File: src/source/rp_macros.svh
`ifndef RP_MACROS_SVH
`define RP_MACROS_SVH

////////////////////////////////////////
// widths
////////////////////////////////////////
`define RP_DATA_W      14        // converter sample width
`define RP_ADC_IN_W    14        // raw adc pins, bits 15:2 of the part
`define RP_BUS_W       32        // system bus word
`define RP_PWM_W       8         // pwm duty width, period is 2**8

// address map
`define RP_N_REGIONS   8
`define RP_REGION_LSB  20        // region field starts here
`define RP_REGION_W    3
`define RP_REG_HK      3'd0      // housekeeping
`define RP_REG_DSP     3'd3      // offset dsp
`define RP_REG_AMS     3'd4      // slow pwm dacs

// response slots on the decoder, one per used region
`define RP_N_USED      3
`define RP_SLOT_HK     0
`define RP_SLOT_DSP    1
`define RP_SLOT_AMS    2

////////////////////////////////////////
// register offsets
////////////////////////////////////////
`define HK_ID          20'h00000
`define HK_LOOP        20'h0000C
`define HK_LED         20'h00030

`define DSP_OFS_A      20'h00000
`define DSP_OFS_B      20'h00004
`define DSP_IN_A       20'h00010
`define DSP_IN_B       20'h00014

`define AMS_PWM_A      20'h00020
`define AMS_PWM_B      20'h00024
`define AMS_PWM_C      20'h00028
`define AMS_PWM_D      20'h0002C

`define RP_HK_ID       32'h5250_0001   // fixed board id word

`endif

File: src/source/rp_pkg.sv
`include "rp_macros.svh"

package rp_pkg;

  // two's complement converter sample
  typedef logic signed [`RP_DATA_W-1:0] sample_t;

  ////////////////////////////////////////
  // bus address, two views of one word
  ////////////////////////////////////////
  typedef struct packed {
    logic [`RP_BUS_W-`RP_REGION_W-`RP_REGION_LSB-1:0] unused;  // ignored high bits
    logic [`RP_REGION_W-1:0]                          region;  // picks the slave
    logic [`RP_REGION_LSB-1:0]                        offset;  // register inside slave
  } sys_addr_fields_t;

  typedef union packed {
    logic [`RP_BUS_W-1:0] raw;     // as the master sees it
    sys_addr_fields_t     fields;  // decoder and slave view
  } sys_addr_u;

  // master to slave, strobes are single cycle
  typedef struct packed {
    sys_addr_u            addr;
    logic [`RP_BUS_W-1:0] wdata;
    logic                 wen;
    logic                 ren;
  } sys_req_t;

  // slave to master
  typedef struct packed {
    logic [`RP_BUS_W-1:0] rdata;
    logic                 ack;
  } sys_rsp_t;

endpackage

File: src/source/sys_bus_decoder.sv
`timescale 1ns/10ps
`include "rp_macros.svh"

module sys_bus_decoder
  import rp_pkg::*;
(
  input  sys_req_t sys_req_i,                     // from the master
  output sys_req_t sys_req_o [`RP_N_REGIONS],     // one copy per region
  input  sys_rsp_t sys_rsp_i [`RP_N_USED],        // hk, dsp, ams in slot order
  output sys_rsp_t sys_rsp_o                      // back to the master
);

  logic [`RP_REGION_W-1:0]  region;
  logic [`RP_N_REGIONS-1:0] region_cs;               // one-hot chip select
  sys_rsp_t                 region_rsp [`RP_N_REGIONS];

  assign region = sys_req_i.addr.fields.region;

  assign region_cs = {{(`RP_N_REGIONS-1){1'b0}}, 1'b1} << region;

  ////////////////////////////////////////
  // request fan-out
  ////////////////////////////////////////
  always_comb
  begin
    for (int r = 0; r < `RP_N_REGIONS; r++)
    begin
      sys_req_o[r]     = sys_req_i;                      // addr and wdata go everywhere
      sys_req_o[r].wen = sys_req_i.wen & region_cs[r];   // strobes only to the selected one
      sys_req_o[r].ren = sys_req_i.ren & region_cs[r];
    end
  end

  ////////////////////////////////////////
  // response collection
  ////////////////////////////////////////
  always_comb
  begin
    // empty regions answer at once with zero
    for (int r = 0; r < `RP_N_REGIONS; r++)
    begin
      region_rsp[r].rdata = '0;
      region_rsp[r].ack   = sys_req_o[r].wen | sys_req_o[r].ren;
    end
    // used regions return their own registered ack
    region_rsp[`RP_REG_HK]  = sys_rsp_i[`RP_SLOT_HK];
    region_rsp[`RP_REG_DSP] = sys_rsp_i[`RP_SLOT_DSP];
    region_rsp[`RP_REG_AMS] = sys_rsp_i[`RP_SLOT_AMS];
  end

  // master holds addr until ack, so mux on the live region field
  assign sys_rsp_o = region_rsp[region];

endmodule

File: src/source/housekeeping_regs.sv
`timescale 1ns/10ps
`include "rp_macros.svh"

module housekeeping_regs
  import rp_pkg::*;
(
  input  logic       adc_clk,
  input  logic       reset_i,
  input  sys_req_t   sys_req_i,
  output sys_rsp_t   sys_rsp_o,
  output logic [7:0] led_o,
  output logic       digital_loop_o   // dac samples replace adc samples
);

  logic [`RP_REGION_LSB-1:0] ofs;
  logic [`RP_BUS_W-1:0]      rd_mux;   // read value before the register
  logic [`RP_BUS_W-1:0]      rdata_q;
  logic                      ack_q;

  assign ofs = sys_req_i.addr.fields.offset;

  ////////////////////////////////////////
  // control registers
  ////////////////////////////////////////
  always_ff @(posedge adc_clk)
  begin
    if (reset_i)
    begin
      led_o          <= '0;
      digital_loop_o <= 1'b0;
    end
    else if (sys_req_i.wen)
    begin
      case (ofs)
        `HK_LOOP: digital_loop_o <= sys_req_i.wdata[0];
        `HK_LED:  led_o          <= sys_req_i.wdata[7:0];
        default:  ;                                        // id is read only
      endcase
    end
  end

  // read decode
  always_comb
  begin
    case (ofs)
      `HK_ID:   rd_mux = `RP_HK_ID;
      `HK_LOOP: rd_mux = {{(`RP_BUS_W-1){1'b0}}, digital_loop_o};
      `HK_LED:  rd_mux = {{(`RP_BUS_W-8){1'b0}}, led_o};
      default:  rd_mux = '0;                               // unmapped reads as zero
    endcase
  end

  ////////////////////////////////////////
  // bus response, one cycle after strobe
  ////////////////////////////////////////
  always_ff @(posedge adc_clk)
  begin
    if (reset_i)
      ack_q <= 1'b0;
    else
      ack_q <= sys_req_i.wen | sys_req_i.ren;
  end

  always_ff @(posedge adc_clk)
  begin
    if (sys_req_i.ren)
      rdata_q <= rd_mux;
  end

  assign sys_rsp_o.rdata = rdata_q;
  assign sys_rsp_o.ack   = ack_q;

endmodule

File: src/source/analog_frontend.sv
`timescale 1ns/10ps
`include "rp_macros.svh"

module analog_frontend
  import rp_pkg::*;
(
  input  logic                    adc_clk,
  input  logic                    reset_i,
  input  logic [`RP_ADC_IN_W-1:0] adc_dat_a_i,    // raw pins, neg slope offset binary
  input  logic [`RP_ADC_IN_W-1:0] adc_dat_b_i,
  input  logic                    digital_loop_i,
  input  sample_t                 dac_a_i,        // from the dsp
  input  sample_t                 dac_b_i,
  output sample_t                 adc_a_o,        // to the dsp
  output sample_t                 adc_b_o,
  output logic [`RP_DATA_W-1:0]   dac_dat_a_o,    // dac pins, same code as adc
  output logic [`RP_DATA_W-1:0]   dac_dat_b_o
);

  // code of a zero sample on the dac pins
  localparam logic [`RP_DATA_W-1:0] DAC_ZERO_CODE = {1'b0, {(`RP_DATA_W-1){1'b1}}};

  logic [`RP_ADC_IN_W-1:0] adc_dat_a;   // input registers
  logic [`RP_ADC_IN_W-1:0] adc_dat_b;

  // neg slope <-> two's complement, same rule both ways
  function automatic logic [`RP_DATA_W-1:0] flip_code(input logic [`RP_DATA_W-1:0] v);
    return {v[`RP_DATA_W-1], ~v[`RP_DATA_W-2:0]};  // keep msb, invert the rest
  endfunction

  ////////////////////////////////////////
  // adc side
  ////////////////////////////////////////
  always_ff @(posedge adc_clk)
  begin
    adc_dat_a <= adc_dat_a_i;
    adc_dat_b <= adc_dat_b_i;
  end

  assign adc_a_o = digital_loop_i ? dac_a_i : sample_t'(flip_code(adc_dat_a));
  assign adc_b_o = digital_loop_i ? dac_b_i : sample_t'(flip_code(adc_dat_b));

  ////////////////////////////////////////
  // dac side
  ////////////////////////////////////////
  always_ff @(posedge adc_clk)
  begin
    if (reset_i)
    begin
      dac_dat_a_o <= DAC_ZERO_CODE;    // pins idle at mid scale
      dac_dat_b_o <= DAC_ZERO_CODE;
    end
    else
    begin
      dac_dat_a_o <= flip_code(dac_a_i);
      dac_dat_b_o <= flip_code(dac_b_i);
    end
  end

endmodule

File: src/source/channel_offset_dsp.sv
`timescale 1ns/10ps
`include "rp_macros.svh"

module channel_offset_dsp
  import rp_pkg::*;
(
  input  logic     adc_clk,
  input  logic     reset_i,
  input  sys_req_t sys_req_i,
  output sys_rsp_t sys_rsp_o,
  input  sample_t  adc_a_i,
  input  sample_t  adc_b_i,
  output sample_t  dac_a_o,    // registered, offset and clipped
  output sample_t  dac_b_o
);

  localparam sample_t S_MAX = {1'b0, {(`RP_DATA_W-1){1'b1}}};  // most positive
  localparam sample_t S_MIN = {1'b1, {(`RP_DATA_W-1){1'b0}}};  // most negative

  logic [`RP_REGION_LSB-1:0] ofs;
  sample_t                   ofs_a;
  sample_t                   ofs_b;
  logic [`RP_BUS_W-1:0]      rd_mux;
  logic [`RP_BUS_W-1:0]      rdata_q;
  logic                      ack_q;

  // add with one guard bit, clip on overflow
  function automatic sample_t sat_add(input sample_t x, input sample_t y);
    logic signed [`RP_DATA_W:0] s;
    s = x + y;
    if (s[`RP_DATA_W] != s[`RP_DATA_W-1])
      return s[`RP_DATA_W] ? S_MIN : S_MAX;   // guard bit holds the true sign
    return s[`RP_DATA_W-1:0];
  endfunction

  function automatic logic [`RP_BUS_W-1:0] sext(input sample_t v);
    return {{(`RP_BUS_W-`RP_DATA_W){v[`RP_DATA_W-1]}}, v};
  endfunction

  assign ofs = sys_req_i.addr.fields.offset;

  ////////////////////////////////////////
  // offset registers
  ////////////////////////////////////////
  always_ff @(posedge adc_clk)
  begin
    if (reset_i)
    begin
      ofs_a <= '0;
      ofs_b <= '0;
    end
    else if (sys_req_i.wen)
    begin
      case (ofs)
        `DSP_OFS_A: ofs_a <= sys_req_i.wdata[`RP_DATA_W-1:0];  // low bits only
        `DSP_OFS_B: ofs_b <= sys_req_i.wdata[`RP_DATA_W-1:0];
        default:    ;
      endcase
    end
  end

  // data path register
  always_ff @(posedge adc_clk)
  begin
    if (reset_i)
    begin
      dac_a_o <= '0;
      dac_b_o <= '0;
    end
    else
    begin
      dac_a_o <= sat_add(adc_a_i, ofs_a);
      dac_b_o <= sat_add(adc_b_i, ofs_b);
    end
  end

  ////////////////////////////////////////
  // bus readback
  ////////////////////////////////////////
  always_comb
  begin
    case (ofs)
      `DSP_OFS_A: rd_mux = sext(ofs_a);
      `DSP_OFS_B: rd_mux = sext(ofs_b);
      `DSP_IN_A:  rd_mux = sext(adc_a_i);    // live input sample
      `DSP_IN_B:  rd_mux = sext(adc_b_i);
      default:    rd_mux = '0;
    endcase
  end

  always_ff @(posedge adc_clk)
  begin
    if (reset_i)
      ack_q <= 1'b0;
    else
      ack_q <= sys_req_i.wen | sys_req_i.ren;
  end

  always_ff @(posedge adc_clk)
  begin
    if (sys_req_i.ren)
      rdata_q <= rd_mux;
  end

  assign sys_rsp_o.rdata = rdata_q;
  assign sys_rsp_o.ack   = ack_q;

endmodule

File: src/source/pwm_dac_ctrl.sv
`timescale 1ns/10ps
`include "rp_macros.svh"

module pwm_dac_ctrl
  import rp_pkg::*;
(
  input  logic       adc_clk,
  input  logic       reset_i,
  input  sys_req_t   sys_req_i,
  output sys_rsp_t   sys_rsp_o,
  output logic [3:0] pwm_o        // slow dacs, filtered off chip
);

  logic [`RP_REGION_LSB-1:0] ofs;
  logic [`RP_PWM_W-1:0]      duty     [4];   // bus side values
  logic [`RP_PWM_W-1:0]      duty_lat [4];   // values in use this period
  logic [`RP_PWM_W-1:0]      cnt;            // shared period counter
  logic                      wrap;
  logic [`RP_BUS_W-1:0]      rd_mux;
  logic [`RP_BUS_W-1:0]      rdata_q;
  logic                      ack_q;

  assign ofs  = sys_req_i.addr.fields.offset;
  assign wrap = &cnt;                         // last count of the period

  ////////////////////////////////////////
  // duty registers
  ////////////////////////////////////////
  always_ff @(posedge adc_clk)
  begin
    if (reset_i)
    begin
      for (int k = 0; k < 4; k++)
        duty[k] <= '0;
    end
    else if (sys_req_i.wen)
    begin
      case (ofs)
        `AMS_PWM_A: duty[0] <= sys_req_i.wdata[`RP_PWM_W-1:0];
        `AMS_PWM_B: duty[1] <= sys_req_i.wdata[`RP_PWM_W-1:0];
        `AMS_PWM_C: duty[2] <= sys_req_i.wdata[`RP_PWM_W-1:0];
        `AMS_PWM_D: duty[3] <= sys_req_i.wdata[`RP_PWM_W-1:0];
        default:    ;
      endcase
    end
  end

  ////////////////////////////////////////
  // counter and comparators
  ////////////////////////////////////////
  always_ff @(posedge adc_clk)
  begin
    if (reset_i)
    begin
      cnt   <= '0;
      pwm_o <= '0;
      for (int k = 0; k < 4; k++)
        duty_lat[k] <= '0;
    end
    else
    begin
      cnt <= cnt + 1'b1;                      // free running, wraps by itself
      for (int k = 0; k < 4; k++)
      begin
        pwm_o[k] <= (cnt < duty_lat[k]);      // duty 0 never high
        if (wrap)
          duty_lat[k] <= duty[k];             // new duty from next period on
      end
    end
  end

  // readback
  always_comb
  begin
    case (ofs)
      `AMS_PWM_A: rd_mux = {{(`RP_BUS_W-`RP_PWM_W){1'b0}}, duty[0]};
      `AMS_PWM_B: rd_mux = {{(`RP_BUS_W-`RP_PWM_W){1'b0}}, duty[1]};
      `AMS_PWM_C: rd_mux = {{(`RP_BUS_W-`RP_PWM_W){1'b0}}, duty[2]};
      `AMS_PWM_D: rd_mux = {{(`RP_BUS_W-`RP_PWM_W){1'b0}}, duty[3]};
      default:    rd_mux = '0;
    endcase
  end

  always_ff @(posedge adc_clk)
  begin
    if (reset_i)
      ack_q <= 1'b0;
    else
      ack_q <= sys_req_i.wen | sys_req_i.ren;
  end

  always_ff @(posedge adc_clk)
  begin
    if (sys_req_i.ren)
      rdata_q <= rd_mux;
  end

  assign sys_rsp_o.rdata = rdata_q;
  assign sys_rsp_o.ack   = ack_q;

endmodule

File: src/source/red_pitaya_core.sv
`timescale 1ns/10ps
`include "rp_macros.svh"

module red_pitaya_core
  import rp_pkg::*;
(
  input  logic                    adc_clk,
  input  logic                    reset_i,
  input  logic [`RP_ADC_IN_W-1:0] adc_dat_a_i,   // adc ch1
  input  logic [`RP_ADC_IN_W-1:0] adc_dat_b_i,   // adc ch2
  output logic [`RP_DATA_W-1:0]   dac_dat_a_o,   // dac ch1
  output logic [`RP_DATA_W-1:0]   dac_dat_b_o,   // dac ch2
  output logic [3:0]              dac_pwm_o,     // slow pwm dacs
  output logic [7:0]              led_o,
  input  sys_req_t                sys_req_i,     // system bus
  output sys_rsp_t                sys_rsp_o
);

  sys_req_t region_req [`RP_N_REGIONS];   // gated per region
  sys_rsp_t slot_rsp   [`RP_N_USED];      // hk, dsp, ams
  sample_t  adc_a;
  sample_t  adc_b;
  sample_t  dac_a;
  sample_t  dac_b;
  logic     digital_loop;

  ////////////////////////////////////////
  // bus
  ////////////////////////////////////////
  sys_bus_decoder i_dec (
    .sys_req_i (sys_req_i),
    .sys_req_o (region_req),
    .sys_rsp_i (slot_rsp),
    .sys_rsp_o (sys_rsp_o)
  );

  housekeeping_regs i_hk (
    .adc_clk        (adc_clk),
    .reset_i        (reset_i),
    .sys_req_i      (region_req[`RP_REG_HK]),
    .sys_rsp_o      (slot_rsp[`RP_SLOT_HK]),
    .led_o          (led_o),
    .digital_loop_o (digital_loop)
  );

  ////////////////////////////////////////
  // fast analog path
  ////////////////////////////////////////
  analog_frontend i_analog (
    .adc_clk        (adc_clk),
    .reset_i        (reset_i),
    .adc_dat_a_i    (adc_dat_a_i),
    .adc_dat_b_i    (adc_dat_b_i),
    .digital_loop_i (digital_loop),
    .dac_a_i        (dac_a),
    .dac_b_i        (dac_b),
    .adc_a_o        (adc_a),
    .adc_b_o        (adc_b),
    .dac_dat_a_o    (dac_dat_a_o),
    .dac_dat_b_o    (dac_dat_b_o)
  );

  channel_offset_dsp i_dsp (
    .adc_clk   (adc_clk),
    .reset_i   (reset_i),
    .sys_req_i (region_req[`RP_REG_DSP]),
    .sys_rsp_o (slot_rsp[`RP_SLOT_DSP]),
    .adc_a_i   (adc_a),
    .adc_b_i   (adc_b),
    .dac_a_o   (dac_a),
    .dac_b_o   (dac_b)
  );

  // slow dacs in the ams region
  pwm_dac_ctrl i_pwm (
    .adc_clk   (adc_clk),
    .reset_i   (reset_i),
    .sys_req_i (region_req[`RP_REG_AMS]),
    .sys_rsp_o (slot_rsp[`RP_SLOT_AMS]),
    .pwm_o     (dac_pwm_o)
  );

endmodule

File: config.mk
export PLATFORM = sky130hd
export DESIGN_NAME = red_pitaya_core
export DESIGN_NICKNAME = d
export VERILOG_FILES = /design/src/source/rp_pkg.sv /design/src/source/sys_bus_decoder.sv /design/src/source/housekeeping_regs.sv /design/src/source/analog_frontend.sv /design/src/source/channel_offset_dsp.sv /design/src/source/pwm_dac_ctrl.sv /design/src/source/red_pitaya_core.sv
export VERILOG_INCLUDE_DIRS = /design/src /design/src/source
export SDC_FILE = /design/constraint.sdc
export NUM_CORES = 1
export LEC_CHECK = 0
export BUFFER_PORTS_ARGS = -buffer_cell sky130_fd_sc_hd__clkbuf_2
export CAP_MARGIN = 25
export CORE_UTILIZATION = 57
export DETAILED_ROUTE_END_ITERATION = 6
export PLACE_DENSITY = 0.85
export SYNTH_ARGS = -nofsm -noshare
export SYNTH_HDL_FRONTEND = slang
export SYNTH_SLANG_ARGS = --single-unit
export TNS_END_PERCENT = 1
File: constraint.sdc
create_clock -name adc_clk -period 6 [get_ports adc_clk]
set_input_delay 0.6 -clock adc_clk [delete_from_list [all_inputs] [get_ports adc_clk]]
set_output_delay 0.6 -clock adc_clk [all_outputs]
set_load 0.1 [all_outputs]
==> results.sh <==
export IMPL_numCtsBuffers=25
export IMPL_synth_ff_type="dfxtp_1"
export IMPL_async_flop_share_pct=0
export IMPL_synth_area_um2=10900
export IMPL_start_util_pct=58.3
export IMPL_slowest_stage="dfxtp_2"
export IMPL_wl_per_cell_um=18.4
export IMPL_globalplace_congestion=0.866
export IMPL_fin_cells=1386
export IMPL_dieHeight_um=141
export IMPL_start_kind="flip-flop"
export IMPL_tightest_slew_ps=1070
export IMPL_cts_buffer_depth=3
export IMPL_core_area_um2=18800
export IMPL_cp_cell_sequence="mux2i_1 > ha_1 > inv_1 > fa_1 > nand2b_1 > a21oi_1 > o31ai_1 > a31oi_1 > nor2_2 > a221oi_4 > a31o_1"
export IMPL_avgViaCountPerCell=5.76
export IMPL_n_antenna_cell=0
export IMPL_hpwl_mm=18.1
export IMPL_cp_data_required_time_ps=6460
export IMPL_ys_ff_latch=231
export IMPL_setup_viol=0
export IMPL_min_path_type="in -> reg"
export IMPL_drc=0
export IMPL_path_clk_slew_ps=60
export IMPL_ioPinCount=169
export IMPL_dr_first_iter_drc_count=721
export IMPL_clock_skew_ps=8.63
export IMPL_die_w_um=141
export IMPL_antenna_left=0
export IMPL_max_cap_violations=0
export IMPL_worstPathMaxFanout=30
export IMPL_grt_pass1_vias=7724
export IMPL_cts_max_level=1
export IMPL_antenna_found_initial=1
export IMPL_insertion_delay_ps=510
export IMPL_dp_cells=1337
export IMPL_drive_above_1_share_pct=18.5
export IMPL_multi_input_area_um2=4820
export IMPL_synth_cell_types=69
export IMPL_synthCells=1011
export IMPL_power_density_nw_per_um2=279
export IMPL_postCtsSetupBuffers=0
export IMPL_arrival_ps=4580
export IMPL_cts_hold_buffers_added=0
export IMPL_groute_usage_overall_pct=26.0
export IMPL_post_cts_resized=0
export IMPL_cts_root_buffer="clkbuf_16"
export IMPL_criticalPathCategory="reg -> reg"
export IMPL_peakVddDrop_mv=0.261
export IMPL_num_vias=7977
export IMPL_ys_seq_area_share_pct=51.0
export IMPL_status="complete, no violations"
export IMPL_syn2layout_area_growth_pct=14.5
export IMPL_finish_net_count=1291
export IMPL_global_route_overflow_total=0
export IMPL_die_area_um2=19800
export IMPL_wl_mm=25.5
export IMPL_slew_headroom_pct=28.2
export IMPL_rows=50
export IMPL_fin_crit_ps=4120
export IMPL_grt_max_degree=76
export IMPL_post_route_period_util_pct=68.7
export IMPL_slowest_delay_ps=990
export IMPL_drv_slew=0
export IMPL_fillers=1403
export IMPL_ff_latch_area_um2=5580
export IMPL_cp_top_family="compound AO/OA/AOI/OAI gates"
export IMPL_finalSetupTns_ps=0
export IMPL_dr_pass1_iters=5
export IMPL_max_freq_mhz=243
export IMPL_rsz0062_at_grt="no"
export IMPL_cellLeakagePower_nw=5.64
export IMPL_yosysWarnings=0
export IMPL_grt_pass1_wl_mm=39.9
export IMPL_path_buf_inv=1
export IMPL_io_buffers=141
export IMPL_syn_avg_cell_area_um2=10.8
export IMPL_hold_violations=0
export IMPL_fin_total_pwr_mw=3.49
export IMPL_synth_fp_nets=1168
export IMPL_cp_end_kind="flip-flop"
export IMPL_cts_sinks=231
export IMPL_synth_edf_count=95
export IMPL_cts_tree="done"
worst reg2reg max path: cells and delay by family (launching register included):
kind                       cells  cell delay (ps)
and+or+nand+nor                2              400
buffers and inverters          1               60
AOI/OAI and AO/OA              5             1550
DFF                            1              990
muxes                          1              440
adders and majority gates      2              630
layout by cell type, fill, tap and decap left out, types with 8 or more instances in the layout:
cell type | Yosys | layout
clkbuf_2 | 0 | 142
dfxtp_1 | 136 | 135
edfxtp_1 | 95 | 95
mux2i_1 | 86 | 86
and2_1 | 84 | 84
nor2_1 | 67 | 67
inv_1 | 63 | 65
ha_1 | 59 | 59
nand2_1 | 55 | 55
a21o_1 | 39 | 39
o21ai_0 | 29 | 29
clkbuf_16 | 0 | 27
a21oi_1 | 24 | 24
a22oi_1 | 23 | 23
o22ai_1 | 15 | 15
nand3_1 | 14 | 14
nand2b_1 | 14 | 14
and3_1 | 13 | 13
o21ai_1 | 13 | 13
xor2_1 | 12 | 12
xnor2_1 | 11 | 11
a31oi_1 | 10 | 10
nor3_1 | 8 | 8
through the flow:
step	setup WS (ps)	utilization (%)	cell area, µm²	hold WS [ps]
global placement	1950	62.2	11700	365
floorplan	2140	-	10900	358
global route	1670	66.7	12500	173
CTS	1900	66.6	12500	172
finish	1880	66.7	12500	186
detailed placement	1910	62.4	11700	368
cell type report:
class | count | share of cell area (%)
clock buffers | 33 | 5.65
inverters | 65 | 1.95
repair buffers | 152 | 6.42
flip-flops and latches | 231 | 44.5
clock inverters | 12 | 0.589
multi-input cells | 659 | 38.5
well taps | 234 | 2.34
per-layer routing:
metal  vias up  track usage (%)  wire length (µm)
li1       3823                -                 -
met1      3720             32.7             10400
met2       355             44.1             12200
met3        79             4.38              1910
met4         0             11.6              1110
met5         -                0                 0
final timing paths:
path	from	end	slack, ps	cells after the start
worst max-delay path	i_hk.digital_loop_o	i_dsp.dac_a_o[2]	1880	11
worst min-delay path	adc_dat_a_i[6]	i_analog.adc_dat_a[6]	190	1
worst min register to register	i_dsp.dac_b_o[4]	i_analog.dac_dat_b_o[4]	380	1
worst max register to register	i_hk.digital_loop_o	i_dsp.dac_a_o[2]	1880	11
cell families after synthesis:
group / count (synthesis) / share of synthesized area, %
AO/OA/AOI/OAI: 193 / 11.9
XOR/XNOR: 23 / 1.84
adder cells (fa/ha/maj): 61 / 7.11
buffers and inverters: 121 / 4.96
flip-flops: 231 / 51.0
multiplexers: 92 / 8.90
AND/OR/NAND/NOR: 290 / 14.4
power by group:
group          total [mW]  leakage [nW]  internal (mW)  switching [mW]
clock                1.46         0.401          0.837           0.620
combinational       0.327          3.16         0.0949           0.232
sequential           1.71          2.08           1.68          0.0242
sequential cells by signal, summed over array words and instances (netlist names), 9 cells and up:
signal                count
i_analog.adc_dat_a       14
i_dsp.ofs_a              14
i_dsp.dac_b_o            14
i_hk.rdata_q              9
i_pwm.duty               32
i_dsp.dac_a_o            14
i_analog.dac_dat_a_o     14
i_analog.adc_dat_b       14
i_dsp.ofs_b              14
i_analog.dac_dat_b_o     14
i_pwm.duty_lat           32
i_dsp.rdata_q            14
cells in the mapped netlist (all sizes together), types with 12 or more instances:
| cell | n | share of area (%) |
|---|---|---|
| o21ai | 42 | 1.9 |
| nand2b | 14 | 0.80 |
| and2 | 84 | 4.8 |
| and3 | 13 | 0.74 |
| xor2 | 12 | 0.96 |
| inv | 64 | 2.2 |
| clkbuf | 26 | 0.89 |
| nor2 | 69 | 2.4 |
| nand3 | 15 | 0.80 |
| edfxtp | 95 | 26 |
| dfxtp | 136 | 25 |
| a21oi | 25 | 1.2 |
| a21o | 39 | 2.7 |
| nand2 | 55 | 1.9 |
| a22oi | 23 | 1.6 |
| ha | 59 | 6.7 |
| mux2i | 86 | 7.9 |
| o22ai | 15 | 0.86 |
| buf | 30 | 1.8 |
Power figures use the tool's default switching activity.
